===== config.mk =====
export PLATFORM = sky130hd
export DESIGN_NAME = uartTop
export DESIGN_NICKNAME = d
export VERILOG_FILES = /design/src/hdl/uartPkg.sv /design/src/hdl/syncFifo.sv /design/src/hdl/baudGen.sv /design/src/hdl/uartTx.sv /design/src/hdl/uartRx.sv /design/src/hdl/uartRegs.sv /design/src/hdl/uartTop.sv
export SDC_FILE = /design/constraint.sdc
export NUM_CORES = 1
export LEC_CHECK = 0
export ABC_AREA = 0
export BUFFER_PORTS_ARGS = -buffer_cell sky130_fd_sc_hd__buf_4
export CAP_MARGIN = 0
export CORE_AREA = 3 3 185 187
export CTS_CLUSTER_SIZE = 12
export DETAILED_ROUTE_END_ITERATION = 16
export DIE_AREA = 0 0 188 190
export SLEW_MARGIN = 40
export SYNTH_ARGS = -nofsm -noshare
export SYNTH_HDL_FRONTEND = slang
export SYNTH_SLANG_ARGS = --single-unit

===== constraint.sdc =====
create_clock -name clk -period 3.81 [get_ports clk]
set_input_delay 0.381 -clock clk [delete_from_list [all_inputs] [get_ports clk]]
set_output_delay 0.381 -clock clk [all_outputs]
set_load 0.005 [all_outputs]

===== src/hdl/uartPkg.sv =====
// Shared types and constants of the UART controller
// Register map is flat, 3-bit address, 8-bit data

package uartPkg;

    // ----------------------------------------
    // Bus and datapath types
    // ----------------------------------------

    // Wishbone classic request, host to device
    typedef struct packed {
        logic       cyc;
        logic       stb;
        logic       we;
        logic [2:0] adr;
        logic [7:0] dat;
    } wbReq_t;

    // Wishbone classic response, device to host
    typedef struct packed {
        logic       ack;
        logic [7:0] dat;
    } wbRsp_t;

    // Live configuration seen by the datapath
    typedef struct packed {
        logic [15:0] period;
        logic [3:0]  roundUp;
        logic [3:0]  roundDown;
        logic        parEn;
        logic        parOdd;
        logic        msbFirst;
        logic        loopback;
        logic        txEn;
        logic        rxEn;
    } uartCfg_t;

    // One received byte plus its error flags
    typedef struct packed {
        logic [7:0] data;
        logic       parErr;
        logic       frameErr;
    } rxWord_t;

    // ----------------------------------------
    // Register addresses
    // ----------------------------------------
    localparam logic [2:0] ADDR_CONTROL   = 3'd0;
    localparam logic [2:0] ADDR_MODE      = 3'd1;
    localparam logic [2:0] ADDR_BAUD_HIGH = 3'd2;
    localparam logic [2:0] ADDR_BAUD_LOW  = 3'd3;
    localparam logic [2:0] ADDR_COMP      = 3'd4;
    localparam logic [2:0] ADDR_STATUS    = 3'd5;
    localparam logic [2:0] ADDR_RSVD      = 3'd6;
    localparam logic [2:0] ADDR_DATA      = 3'd7;

    // Reset values
    localparam logic [15:0] RST_PERIOD     = 16'd20;
    localparam logic [3:0]  RST_ROUND_UP   = 4'd10;
    localparam logic [3:0]  RST_ROUND_DOWN = 4'd5;
    // Parity on, odd, LSB first, no loopback
    localparam logic [7:0]  RST_MODE       = 8'h60;

    // FIFO geometry
    localparam int FIFO_AW    = 3;
    localparam int FIFO_DEPTH = 1 << FIFO_AW;

    // Status register bit positions
    localparam int STAT_PAR_ERR   = 6;
    localparam int STAT_FRAME_ERR = 5;
    localparam int STAT_TX_FULL   = 4;
    localparam int STAT_TX_EMPTY  = 3;
    localparam int STAT_RX_FULL   = 2;
    localparam int STAT_RX_EMPTY  = 1;
    localparam int STAT_RX_OVR    = 0;

endpackage


===== src/hdl/syncFifo.sv =====
// Single-clock first-word-fall-through FIFO
// Push when full and pop when empty are ignored
`timescale 1ns/1ps

module syncFifo import uartPkg::*; #(
    parameter type payload_t = logic [7:0],
    parameter int  DEPTH     = FIFO_DEPTH
) (
    input  logic     clk,
    input  logic     rst,
    input  logic     clr_i,
    input  logic     push_i,
    input  payload_t data_i,
    input  logic     pop_i,
    output payload_t head_o,
    output logic     empty_o,
    output logic     full_o
);

    localparam int AW = $clog2(DEPTH);
    localparam int CW = $clog2(DEPTH + 1);

    payload_t        mem [DEPTH];
    logic [AW-1:0]   wrPtr;
    logic [AW-1:0]   rdPtr;
    logic [CW-1:0]   count;
    logic            doPush;
    logic            doPop;

    assign empty_o = (count == '0);
    assign full_o  = (count == CW'(DEPTH));
    assign doPush  = push_i && !full_o;
    assign doPop   = pop_i && !empty_o;
    // Head visible without a pop
    assign head_o  = mem[rdPtr];

    always_ff @(posedge clk or negedge rst) begin
        if (!rst) begin
            wrPtr <= '0;
            rdPtr <= '0;
            count <= '0;
        end else if (clr_i) begin
            wrPtr <= '0;
            rdPtr <= '0;
            count <= '0;
        end else begin
            if (doPush) wrPtr <= (wrPtr == AW'(DEPTH - 1)) ? '0 : wrPtr + 1'b1;
            if (doPop)  rdPtr <= (rdPtr == AW'(DEPTH - 1)) ? '0 : rdPtr + 1'b1;
            count <= count + CW'(doPush) - CW'(doPop);
        end
    end

    always_ff @(posedge clk) begin
        if (doPush && !clr_i) begin
            mem[wrPtr] <= data_i;
        end
    end

endmodule


===== src/hdl/baudGen.sv =====
// Compensated bit timer, one bit = roundUp*(period+1) + roundDown*period clocks
// roundUp + roundDown must be nonzero
`timescale 1ns/1ps

module baudGen (
    input  logic        clk,
    input  logic        rst,
    input  logic        run_i,
    input  logic [15:0] period_i,
    input  logic [3:0]  roundUp_i,
    input  logic [3:0]  roundDown_i,
    output logic        midTick_o,
    output logic        bitTick_o
);

    logic [15:0] clkCnt;
    logic [4:0]  tickCnt;
    logic [4:0]  nTicks;
    logic [4:0]  midIdx;
    logic [15:0] limit;
    logic        tick;
    logic        lastTick;

    // Acquisition periods per bit and the one that marks mid-bit
    assign nTicks = {1'b0, roundUp_i} + {1'b0, roundDown_i};
    assign midIdx = (nTicks + 5'd1) >> 1;

    // Round-up periods come first and last one clock longer
    assign limit    = (tickCnt < {1'b0, roundUp_i}) ? period_i : period_i - 16'd1;
    assign tick     = run_i && (clkCnt == limit);
    assign lastTick = (tickCnt == nTicks - 5'd1);

    always_ff @(posedge clk or negedge rst) begin
        if (!rst) begin
            clkCnt  <= '0;
            tickCnt <= '0;
        end else if (!run_i) begin
            // Held at zero between frames
            clkCnt  <= '0;
            tickCnt <= '0;
        end else if (tick) begin
            clkCnt  <= '0;
            tickCnt <= lastTick ? 5'd0 : tickCnt + 5'd1;
        end else begin
            clkCnt <= clkCnt + 16'd1;
        end
    end

    assign midTick_o = tick && ((tickCnt + 5'd1) == midIdx);
    assign bitTick_o = tick && lastTick;

endmodule


===== src/hdl/uartTx.sv =====
// Transmit serializer, 8 data bits, optional parity, one stop bit
// A frame in progress always completes, even if TxEn drops
`timescale 1ns/1ps

module uartTx import uartPkg::*; (
    input  logic       clk,
    input  logic       rst,
    input  uartCfg_t   cfg_i,
    input  logic [7:0] fifoData_i,
    input  logic       fifoEmpty_i,
    output logic       fifoPop_o,
    input  logic       bitTick_i,
    output logic       run_o,
    output logic       txd_o
);

    typedef enum logic [2:0] {
        TX_IDLE,
        TX_START,
        TX_DATA,
        TX_PARITY,
        TX_STOP
    } txState_t;

    txState_t   state;
    logic [2:0] bitCnt;
    logic       parAcc;
    logic [7:0] shiftReg;
    logic       txBit;

    // Start a frame as soon as a byte is waiting
    assign fifoPop_o = (state == TX_IDLE) && cfg_i.txEn && !fifoEmpty_i;
    assign run_o     = (state != TX_IDLE);
    assign txBit     = cfg_i.msbFirst ? shiftReg[7] : shiftReg[0];

    always_ff @(posedge clk or negedge rst) begin
        if (!rst) begin
            state  <= TX_IDLE;
            bitCnt <= '0;
            parAcc <= 1'b0;
        end else begin
            case (state)
                TX_IDLE: begin
                    if (fifoPop_o) begin
                        state  <= TX_START;
                        bitCnt <= '0;
                        // Seeding with parOdd gives odd parity directly
                        parAcc <= cfg_i.parOdd;
                    end
                end
                TX_START: if (bitTick_i) state <= TX_DATA;
                TX_DATA: begin
                    if (bitTick_i) begin
                        parAcc <= parAcc ^ txBit;
                        bitCnt <= bitCnt + 3'd1;
                        if (bitCnt == 3'd7) begin
                            state <= cfg_i.parEn ? TX_PARITY : TX_STOP;
                        end
                    end
                end
                TX_PARITY: if (bitTick_i) state <= TX_STOP;
                default: if (bitTick_i) state <= TX_IDLE;
            endcase
        end
    end

    // Shift register, direction follows msbFirst
    always_ff @(posedge clk) begin
        if (fifoPop_o) begin
            shiftReg <= fifoData_i;
        end else if (state == TX_DATA && bitTick_i) begin
            shiftReg <= cfg_i.msbFirst ? {shiftReg[6:0], 1'b0} : {1'b0, shiftReg[7:1]};
        end
    end

    // Line level per state
    always_comb begin
        case (state)
            TX_START:  txd_o = 1'b0;
            TX_DATA:   txd_o = txBit;
            TX_PARITY: txd_o = parAcc;
            default:   txd_o = 1'b1;
        endcase
    end

endmodule


===== src/hdl/uartRx.sv =====
// Receive deserializer, samples each bit at its midTick
// Returns to idle at the stop-bit sample so back-to-back frames are caught
`timescale 1ns/1ps

module uartRx import uartPkg::*; (
    input  logic     clk,
    input  logic     rst,
    input  uartCfg_t cfg_i,
    input  logic     rxd_i,
    input  logic     midTick_i,
    input  logic     bitTick_i,
    output logic     run_o,
    output logic     push_o,
    output rxWord_t  word_o
);

    typedef enum logic [2:0] {
        RX_IDLE,
        RX_START,
        RX_DATA,
        RX_PARITY,
        RX_STOP
    } rxState_t;

    rxState_t   state;
    logic [2:0] rxSync;
    logic       line;
    logic       fall;
    logic [2:0] bitCnt;
    logic       parAcc;
    logic       parErr;
    logic [7:0] shiftReg;

    // ----------------------------------------
    // Line synchronizer and edge detect
    // ----------------------------------------
    // Two flops for metastability, third holds the previous level
    always_ff @(posedge clk or negedge rst) begin
        if (!rst) begin
            rxSync <= 3'b111;
        end else begin
            rxSync <= {rxSync[1:0], rxd_i};
        end
    end

    assign line  = rxSync[1];
    assign fall  = rxSync[2] && !rxSync[1];
    assign run_o = (state != RX_IDLE);

    // ----------------------------------------
    // Frame FSM
    // ----------------------------------------
    // Samples on midTick, moves to the next bit on bitTick
    always_ff @(posedge clk or negedge rst) begin
        if (!rst) begin
            state  <= RX_IDLE;
            bitCnt <= '0;
            parAcc <= 1'b0;
            parErr <= 1'b0;
            push_o <= 1'b0;
        end else begin
            push_o <= 1'b0;
            if (!cfg_i.rxEn) begin
                state <= RX_IDLE;
            end else begin
                case (state)
                    RX_IDLE: begin
                        bitCnt <= '0;
                        parAcc <= 1'b0;
                        parErr <= 1'b0;
                        if (fall) state <= RX_START;
                    end
                    RX_START: begin
                        // A high mid sample means a glitch
                        if (midTick_i && line) begin
                            state <= RX_IDLE;
                        end else if (bitTick_i) begin
                            state <= RX_DATA;
                        end
                    end
                    RX_DATA: begin
                        if (midTick_i) parAcc <= parAcc ^ line;
                        if (bitTick_i) begin
                            bitCnt <= bitCnt + 3'd1;
                            if (bitCnt == 3'd7) begin
                                state <= cfg_i.parEn ? RX_PARITY : RX_STOP;
                            end
                        end
                    end
                    RX_PARITY: begin
                        // Total ones must be odd when parOdd is set
                        if (midTick_i) parErr <= parAcc ^ line ^ cfg_i.parOdd;
                        if (bitTick_i) state <= RX_STOP;
                    end
                    default: begin
                        if (midTick_i) begin
                            push_o <= 1'b1;
                            state  <= RX_IDLE;
                        end
                    end
                endcase
            end
        end
    end

    // Byte rebuild in the configured order
    always_ff @(posedge clk) begin
        if (state == RX_DATA && midTick_i) begin
            shiftReg <= cfg_i.msbFirst ? {shiftReg[6:0], line} : {line, shiftReg[7:1]};
        end
    end

    // Word captured at the stop sample, pushed on the next cycle
    always_ff @(posedge clk) begin
        if (state == RX_STOP && midTick_i) begin
            word_o <= '{data: shiftReg, parErr: parErr, frameErr: !line};
        end
    end

endmodule


===== src/hdl/uartRegs.sv =====
// Wishbone classic slave with the UART register file
// One-cycle ack, master must drop stb before the next request
`timescale 1ns/1ps

module uartRegs import uartPkg::*; (
    input  logic       clk,
    input  logic       rst,
    input  wbReq_t     wbReq_i,
    output wbRsp_t     wbRsp_o,
    output uartCfg_t   cfg_o,
    output logic       txPush_o,
    output logic       txClr_o,
    output logic [7:0] txData_o,
    input  logic       txFull_i,
    input  logic       txEmpty_i,
    output logic       rxPop_o,
    output logic       rxClr_o,
    input  rxWord_t    rxHead_i,
    input  logic       rxEmpty_i,
    input  logic       rxFull_i,
    input  logic       rxDrop_i
);

    logic        valid;
    logic        take;
    logic        wrTake;
    logic        ack;
    logic        hold;
    logic [7:0]  rdMux;
    logic [7:0]  rdData;
    logic [7:0]  status;
    // Register contents
    logic        txEn;
    logic        rxEn;
    logic        msbFirst;
    logic        parEn;
    logic        parOdd;
    logic        loopback;
    logic [15:0] period;
    logic [3:0]  roundUp;
    logic [3:0]  roundDown;
    logic        rxOvr;

    // ----------------------------------------
    // Bus handshake
    // ----------------------------------------
    assign valid  = wbReq_i.cyc && wbReq_i.stb;
    // New request only once the previous stb has dropped
    assign take   = valid && !ack && !hold;
    assign wrTake = take && wbReq_i.we;

    always_ff @(posedge clk or negedge rst) begin
        if (!rst) begin
            ack  <= 1'b0;
            hold <= 1'b0;
        end else begin
            ack  <= take;
            hold <= valid && (hold || ack);
        end
    end

    // Read data latched with the request, stable while ack is high
    always_ff @(posedge clk) begin
        if (take) begin
            rdData <= rdMux;
        end
    end

    assign wbRsp_o = '{ack: ack, dat: rdData};

    // FIFO strobes act on the edge where ack rises
    assign txPush_o = wrTake && (wbReq_i.adr == ADDR_DATA);
    assign txData_o = wbReq_i.dat;
    assign txClr_o  = wrTake && (wbReq_i.adr == ADDR_CONTROL) && wbReq_i.dat[0];
    assign rxClr_o  = wrTake && (wbReq_i.adr == ADDR_CONTROL) && wbReq_i.dat[1];
    assign rxPop_o  = take && !wbReq_i.we && (wbReq_i.adr == ADDR_DATA);

    // ----------------------------------------
    // Register writes
    // ----------------------------------------
    always_ff @(posedge clk or negedge rst) begin
        if (!rst) begin
            txEn      <= 1'b0;
            rxEn      <= 1'b0;
            msbFirst  <= RST_MODE[7];
            parEn     <= RST_MODE[6];
            parOdd    <= RST_MODE[5];
            loopback  <= RST_MODE[0];
            period    <= RST_PERIOD;
            roundUp   <= RST_ROUND_UP;
            roundDown <= RST_ROUND_DOWN;
        end else if (wrTake) begin
            case (wbReq_i.adr)
                ADDR_CONTROL: begin
                    rxEn <= wbReq_i.dat[3];
                    txEn <= wbReq_i.dat[2];
                end
                ADDR_MODE: begin
                    msbFirst <= wbReq_i.dat[7];
                    parEn    <= wbReq_i.dat[6];
                    parOdd   <= wbReq_i.dat[5];
                    loopback <= wbReq_i.dat[0];
                end
                ADDR_BAUD_HIGH: period[15:8] <= wbReq_i.dat;
                ADDR_BAUD_LOW:  period[7:0]  <= wbReq_i.dat;
                ADDR_COMP: begin
                    roundUp   <= wbReq_i.dat[7:4];
                    roundDown <= wbReq_i.dat[3:0];
                end
                default: ;
            endcase
        end
    end

    // Sticky overrun, a new drop wins over the clear
    always_ff @(posedge clk or negedge rst) begin
        if (!rst) begin
            rxOvr <= 1'b0;
        end else if (rxDrop_i) begin
            rxOvr <= 1'b1;
        end else if (wrTake && (wbReq_i.adr == ADDR_STATUS)) begin
            rxOvr <= 1'b0;
        end
    end

    assign cfg_o = '{period: period, roundUp: roundUp, roundDown: roundDown,
                     parEn: parEn, parOdd: parOdd, msbFirst: msbFirst,
                     loopback: loopback, txEn: txEn, rxEn: rxEn};

    // ----------------------------------------
    // Status and read mux
    // ----------------------------------------
    always_comb begin
        status = '0;
        // Head error flags only mean something when a word is there
        status[STAT_PAR_ERR]   = !rxEmpty_i && rxHead_i.parErr;
        status[STAT_FRAME_ERR] = !rxEmpty_i && rxHead_i.frameErr;
        status[STAT_TX_FULL]   = txFull_i;
        status[STAT_TX_EMPTY]  = txEmpty_i;
        status[STAT_RX_FULL]   = rxFull_i;
        status[STAT_RX_EMPTY]  = rxEmpty_i;
        status[STAT_RX_OVR]    = rxOvr;
    end

    always_comb begin
        case (wbReq_i.adr)
            ADDR_CONTROL:   rdMux = {4'b0000, rxEn, txEn, 2'b00};
            ADDR_MODE:      rdMux = {msbFirst, parEn, parOdd, 4'b0000, loopback};
            ADDR_BAUD_HIGH: rdMux = period[15:8];
            ADDR_BAUD_LOW:  rdMux = period[7:0];
            ADDR_COMP:      rdMux = {roundUp, roundDown};
            ADDR_STATUS:    rdMux = status;
            ADDR_RSVD:      rdMux = 8'h00;
            default:        rdMux = rxHead_i.data;
        endcase
    end

endmodule


===== src/hdl/uartTop.sv =====
// UART controller top, Wishbone classic host side
// Local loopback holds txd_o high and feeds TX back into RX
`timescale 1ns/1ps

module uartTop import uartPkg::*; (
    input  logic   clk,
    input  logic   rst,
    input  wbReq_t wbReq_i,
    output wbRsp_t wbRsp_o,
    input  logic   rxd_i,
    output logic   txd_o
);

    uartCfg_t   cfg;
    // TX side
    logic       txPush;
    logic       txClr;
    logic [7:0] txData;
    logic [7:0] txHead;
    logic       txEmpty;
    logic       txFull;
    logic       txPop;
    logic       txRun;
    logic       txBitTick;
    logic       txSer;
    // RX side
    logic       rxPop;
    logic       rxClr;
    rxWord_t    rxHead;
    logic       rxEmpty;
    logic       rxFull;
    logic       rxPush;
    rxWord_t    rxWord;
    logic       rxDrop;
    logic       rxRun;
    logic       rxMidTick;
    logic       rxBitTick;
    logic       rxLine;

    // Loopback select
    assign rxLine = cfg.loopback ? txSer : rxd_i;
    assign txd_o  = cfg.loopback ? 1'b1 : txSer;
    // Word lost when the RX FIFO is full
    assign rxDrop = rxPush && rxFull;

    uartRegs regs (
        .clk, .rst, .wbReq_i, .wbRsp_o,
        .cfg_o     (cfg),
        .txPush_o  (txPush),
        .txClr_o   (txClr),
        .txData_o  (txData),
        .txFull_i  (txFull),
        .txEmpty_i (txEmpty),
        .rxPop_o   (rxPop),
        .rxClr_o   (rxClr),
        .rxHead_i  (rxHead),
        .rxEmpty_i (rxEmpty),
        .rxFull_i  (rxFull),
        .rxDrop_i  (rxDrop)
    );

    syncFifo #(.payload_t(logic [7:0]), .DEPTH(FIFO_DEPTH)) txFifo (
        .clk, .rst,
        .clr_i (txClr), .push_i (txPush), .data_i (txData),
        .pop_i (txPop), .head_o (txHead), .empty_o (txEmpty), .full_o (txFull)
    );

    syncFifo #(.payload_t(rxWord_t), .DEPTH(FIFO_DEPTH)) rxFifo (
        .clk, .rst,
        .clr_i (rxClr), .push_i (rxPush), .data_i (rxWord),
        .pop_i (rxPop), .head_o (rxHead), .empty_o (rxEmpty), .full_o (rxFull)
    );

    // TX only needs end-of-bit ticks
    baudGen txBaud (
        .clk, .rst,
        .run_i (txRun), .period_i (cfg.period),
        .roundUp_i (cfg.roundUp), .roundDown_i (cfg.roundDown),
        .midTick_o (), .bitTick_o (txBitTick)
    );

    baudGen rxBaud (
        .clk, .rst,
        .run_i (rxRun), .period_i (cfg.period),
        .roundUp_i (cfg.roundUp), .roundDown_i (cfg.roundDown),
        .midTick_o (rxMidTick), .bitTick_o (rxBitTick)
    );

    uartTx tx (
        .clk, .rst,
        .cfg_i (cfg), .fifoData_i (txHead), .fifoEmpty_i (txEmpty),
        .fifoPop_o (txPop), .bitTick_i (txBitTick), .run_o (txRun), .txd_o (txSer)
    );

    uartRx rx (
        .clk, .rst,
        .cfg_i (cfg), .rxd_i (rxLine), .midTick_i (rxMidTick), .bitTick_i (rxBitTick),
        .run_o (rxRun), .push_o (rxPush), .word_o (rxWord)
    );

endmodule


; ---- Yosys cells after proc, flatten, opt, wreduce, memory -nomap -nowiden
; Memories as Yosys holds them, arrays and structs flattened.
; Cells that the tools add are included.
[op_classes]
n_addsub = 18
order_cmp = 2
eq_ne = 43
muxes = 73
n_bitwise = 3
reduce_logical = 73
[op_table]
columns = operator, n
row1 = $mux 16, 6
row2 = $mux 3, 30
row3 = $pmux 8 s7, 1
row4 = $eq 3x3->1 const B, 11
row5 = $logic_and 1x1->1, 33
row6 = $add 16x1->16 const B, 2
row7 = $eq 16x16->1, 2
row8 = $mux 8, 4
row9 = $mux 5, 6
row10 = $pmux 3 s4, 2
row11 = $reduce_bool 2->1, 10
row12 = $add 3x1->3 const B, 6
row13 = $eq 3x2->1 const B, 6
row14 = $mux 1, 16
row15 = $sub 16x1->16 const B, 1
row16 = $add 5x1->5 const B, 3
row17 = $ne 2x1->1 const B, 7
row18 = $ne 3x2->1 const B, 4
row19 = $pmux 3 s2, 2
row20 = $reduce_and 3->1, 4
row21 = $reduce_and 6->1, 2
row22 = $eq 5x5->1, 2
row23 = $logic_not 1->1, 10
row24 = $lt 5x4->1, 2
row25 = 20 further kinds, 40
[word_totals]
register_bits = 148
mem_bits_rw = 144
input_bits = 17
output_inout_bits = 10
wordCells = 252
mem_count = 2
[mem_list]
columns = name, words, width, rd, rd_clocked_by_memory_dff, wr, line
row1 = rxFifo.mem, 8, 10, 1, 0, 1, syncFifo.sv:23  ; payload_t mem [DEPTH];
row2 = txFifo.mem, 8, 8, 1, 0, 1, syncFifo.sv:23

; ---- Depth between registers and ports, before layout
[logic_depth]
ltp_word = 10
ltp_mapped = 15
mapped_depth_nobuf = 12

; ---- Modules after synthesis
; A second synthesis with hierarchy kept.
[unflattened]
cells_unflattened = 1218
hier_area_um2 = 15432.3
[modules_own_cells]
columns = mod, n_inst, cells_per_inst, area_per_inst_um2, seq_area_each_um2
row1 = baudGen, 2, 250, 2060.7, 525.5
row2 = syncFifo (rxFifo), 1, 191, 3749.8, 2652.5
row3 = syncFifo (txFifo), 1, 173, 3178.0, 2172.1
row4 = uartRegs, 1, 170, 2172.1, 1076.0
row5 = uartRx, 1, 98, 1325.0, 844.6
row6 = uartTx, 1, 83, 858.3, 415.4
row7 = uartTop, 1, 3, 27.5, 0.0

; ---- Worst setup path after synthesis
; Ideal clock, no wire load.
[synth_timing]
path_type = register to register
start = reg regs.roundUp[0]
end = reg rx.word_o[0] (netlist bit), enable pin
setup_time_ns = 0.390
arrival_time_ns = 3.687
t_required_ns = 3.420
path_slack_ns = -0.267
path_stages_with_launch = 11
path_buffers = 0
period_less_slack_ns = 4.077
cell_sequence = dfrtp_1 > ha_1 > fa_1 > xnor2_1 > o21a_1 > o21ai_0 > or3_1 > a2111oi_2 > and3_1 > nand2_1 > nor3_1
[synth_between]
elab_chain_len = 6
elab_cells_between_ends = 9
cone_classes = add/sub (2) / order compare (1) / eq/ne (2) / mux (1) / reduce/logical (3)
[synth_rtl]
columns = item, line
row1 = start: declaration, uartRegs.sv:40  ; logic [3:0] roundUp;
row2 = start signal: assignment, uartRegs.sv:107  ; roundUp <= wbReq_i.dat[7:4];
row3 = branches (longest 4 deep; another with $add 4x4->5), -
row4 = $logic_and 1x1->1 *, baudGen.sv:49  ; assign midTick_o = tick && ((tickCnt + 5'd1) == midIdx);
row5 = $logic_and 1x1->1 *, uartRx.sv:115  ; if (state == RX_STOP && midTick_i) begin
row6 = end signal: assignment, uartRx.sv:116  ; word_o <= '{data: shiftReg, parErr: parErr, frameErr: !line};
row7 = end: declaration, uartRx.sv:14  ; output rxWord_t word_o
; Every way passes the cells marked *.
; A chain may end at the register's enable or synchronous reset.

; ---- Worst setup path after layout
[layout_timing]
start = reg regs.roundDown[0]
end = reg rx.state[0]
[layout_between]
elab_chain_len = 8
elab_cells_between_ends = 16
cone_classes = add/sub (3) / eq/ne (6) / mux (3) / reduce/logical (4)
[layout_rtl]
columns = item, line
row1 = start: declaration, uartRegs.sv:41  ; logic [3:0] roundDown;
row2 = start signal: assignment, uartRegs.sv:108  ; roundDown <= wbReq_i.dat[3:0];
row3 = $add 4x4->5 *, baudGen.sv:25  ; assign nTicks = {1'b0, roundUp_i} + {1'b0, roundDown_i};
row4 = $add 5x1->5, baudGen.sv:26  ; assign midIdx = (nTicks + 5'd1) >> 1;
row5 = $eq 5x4->1, baudGen.sv:49
row6 = $logic_and 1x1->1, baudGen.sv:49
row7 = $logic_and 1x1->1, uartRx.sv:75  ; if (midTick_i && line) begin
row8 = $mux 3, uartRx.sv:75
row9 = $pmux 3 s4, uartRx.sv:66  ; case (state)
row10 = $mux 3, uartRx.sv:63  ; if (!cfg_i.rxEn) begin
row11 = end signal: assignment, uartRx.sv:86  ; state <= cfg_i.parEn ? RX_PARITY : RX_STOP;
row12 = end: declaration, uartRx.sv:25  ; rxState_t state;
; Every way passes the cells marked *; elsewhere a longest branch is shown, timed or not.

==> metrics.yaml <==
die:
  initial_core_util_pct: 45.73
  die_h_microns: 190
  dieWidth_microns: 188
  fp.dieArea_sq_mm: 0.03572
  num_io_pins: 27
  num_rows: 66
  coreArea_sq_mm: 0.03262
setup_path:
  rrSetupSlack_ps: 230
  rr_startpoint: "regs.roundDown[0]"
  critPathMaxFanout: 6
  crit_required_ps: 4200
  worst-setup-path-type: "reg2reg"
  r2r_end: "rx.state[0]"
  arrival_ps: 3970
  r2r_cells: 12
  end_kind: "flop"
  start_kind: "flop"
finish:
  fillCellCount: 2783
  n_antenna_cell: 0
  nets: 1291
  drive_gt1_share_pct: 20.10
  post-route-util_pct: 51.98
  stdcell_count: 1696
  register_area_sq_mm: 0.008213
  syn_to_final_growth_pct: 13.67
  multi_input_area_sq_mm: 0.006315
place:
  post-place-ws_ps: 194.9
  post-place-cells: 1631
  dp_hpwl_microns: 24070
  gp_congestion: 0.8554
  io_buffers: 26
route:
  drtAntennaViolNets: 0
  wl_per_cell_microns: 20.13
  drc_errors: 0
  wl_microns: 34150
  drtPass1Iterations: 5
  vias: 9555
  via_per_inst: 5.634
  dr.first_iter.drc_count: 673
global_routing:
  grt_use_total_pct: 19.39
  first_global_vias: 9446
  grt_max_degree: 63
  overflow: 0
  antenna_found_initial: 1
  grt_pass1_wl_microns: 54510
flow_run:
  drv_cap: 0
logic_synthesis:
  synth_most_common_cell: "edfxtp_1"
  synth-seq-cells: 292
  netlist.area_leader.share_pct: 35.84
  netlist_instances: 1176
  synth_area_leaders: "edfxtp_1 36%, dfrtp_1 17%, mux4_2 5.4%"
  synthAdderAreaFrac_pct: 3.926
  synth_xor_area_share_pct: 5.998
  synth_top_family_by_area: "simple AND/OR/NAND/NOR gates"
  synth-simple-area-share_pct: 13.52
  syn_area_per_cell_sq_um: 12.68
  netlist-cell-type-count: 91
  yosysTopAreaCell: "edfxtp_1"
  ys.flop_type: "edfxtp_1"
  synth_commonest_cells: "178 x edfxtp_1, 103 x dfrtp_1, 85 x nor2_1, 67 x nand2_1, 49 x xor2_1"
  synth_compound_area_share_pct: 7.944
  muxShareOfSynthArea_pct: 10.79
  synthArstFlopShare_pct: 39.04
  synth-edff-count: 178
  synth_warnings: 0
  ys_seq_area_share_pct: 55.05
  syn-cell-area_sq_mm: 0.01492
  syn-num-nets: 1238
hold_path:
  hp-class: "in2reg"
  holdPathEnd: "rx.rxSync[0]"
  holdPathStages: 3
  min-delay-start: "rxd_i"
clock_network:
  cts_sinks: 292
  clk_path_buf_depth: 3
  cts.clk_slew.worst_paths_ps: 60
  htree_num_levels: 2
  cts_tree: "yes"
  cts_buffers: 34
  worst_skew_pair.late_latency_ps: 520
  cts.root.buffer_cell: "clkbuf_16"
timing:
  tightest_slew_ps: 791.9
  period_needed_ps: 3583
  setup_violations: 0
  fin_skew_ps: 23.14
  slew_headroom_pct: 47.21
  setup_ws_ps: 227.0
  hold_viol: 0
  rsz0062_at_grt: "no"
  slew_viol_final: 0
  final.setup.tns_ps: 0
  fin_crit_sh_pct: 94.04
  max_freq_ghz: 0.2791
power_and_ir_drop:
  worst_ir_drop_vdd_mv: 0.4216
  leakage_nw: 6.467
  p_per_area_mw_per_mm2: 563.5
  p_total_mw: 9.554
run_status:
  status: "finished clean"
## cells in the final DEF, fill, tap and decap left out, drive strengths merged, types with 5 or more instances in the layout
cell and count:
a22oi 5, o211ai 10, nor2b 22, edfxtp 178, dfrtp 103, nor2 95
o221ai 5, mux2i 28, inv 41, nor3 27, dfstp 11, and2 16
nand4b 5, nor3b 7, nand2b 13, mux2 46, a211oi 11, a21o 5
or3 12, nand2 67, ha 42, mux4 36, nand3 42, clkinv 5
and3 19, xor2 49, buf 74, or2 6, o21ai 32, nor4 10
a21oi 39, clkbuf 52, xnor2 48, nand4 12, nand3b 5
## logic make-up after synthesis
| logic type | after synthesis |
|---|---|
| muxes | 110 |
| DFF | 292 |
| xor gates and xnor gates | 99 |
| buffers and inverters | 97 |
| and+or+nand+nor | 368 |
| adders and majority gates | 45 |
| AOI/OAI and AO/OA | 165 |
## per-stage QoR
stage               area (sq um)  hold slack (ps)
floorplan                  14920            85.41
global placement           15780            346.2
detailed placement         15790            349.8
CTS                        16920            92.44
global route               16960            101.0
finish                     16960            106.6
## state kept, by name, indices dropped and copies added, names as in the netlist, 4 cells and up
signal	count
regs.roundUp	4
rx.shiftReg	8
txFifo.mem	64
txBaud.tickCnt	5
rxBaud.clkCnt	16
rxBaud.tickCnt	5
regs.rdData	8
txFifo.count	4
tx.shiftReg	8
rxFifo.mem	80
regs.period	16
regs.roundDown	4
txBaud.clkCnt	16
rx.word_o	10
rxFifo.count	4
## worst max-delay path by stage
stage	start	to	slack [ps]	cells after the start
final	regs.roundDown[0]	rx.state[0]	230	12
after global routing	regs.roundUp[0]	rx.state[0]	30	12
after CTS	regs.roundDown[0]	rx.word_o[9]	170	12
after detailed placement	regs.roundUp[3]	txBaud.tickCnt[2]	190	12
after global placement	regs.roundDown[0]	tx.shiftReg[2]	220	11
after floorplan	regs.roundUp[0]	rx.word_o[0]	30	10
## final cells by class
class	count	area share [%]
multi-input combinational	787	37.24
inverter	39	0.8634
timing repair buffer	75	3.579
clock buffer	52	6.044
sequential	292	48.44
clock inverter	9	0.5682
tap	442	3.262
## worst max-delay path, cell delays in order (launching register included)
cell,delay (ps)
dfstp_2,370
ha_1,230
fa_1,630
ha_1,260
a21oi_1,60
o21a_1,180
o311ai_0,400
a2111oi_2,130
buf_4,190
a22o_1,230
a21oi_1,300
o311ai_2,170
mux2_1,330
## where the power goes
group / internal (mW) / switching [mW]
Sequential: 3.59 / 0.426
Clock: 1.94 / 1.26
Combinational: 1.15 / 1.20
Total: 6.67 / 2.89
## metal layers
| layer | wire [microns] | vias up | track usage [%] |
|---|---|---|---|
| met3 | 1588 | 51 | 3.004 |
| met1 | 16450 | 4770 | 28.95 |
| met5 | 0 | - | 0 |
| li1 | - | 4493 | - |
| met2 | 15470 | 241 | 30.08 |
| met4 | 641 | 0 | 4.502 |
## what timing repair did
action / CTS / global route
resized for setup: 0 / 2
hold buffers: 1 / 0
setup endpoints to repair: 0 / 13
setup buffers: 0 / 3
hold endpoints to repair: 11 / 0
No activity file was read; power rests on OpenSTA's default activity.
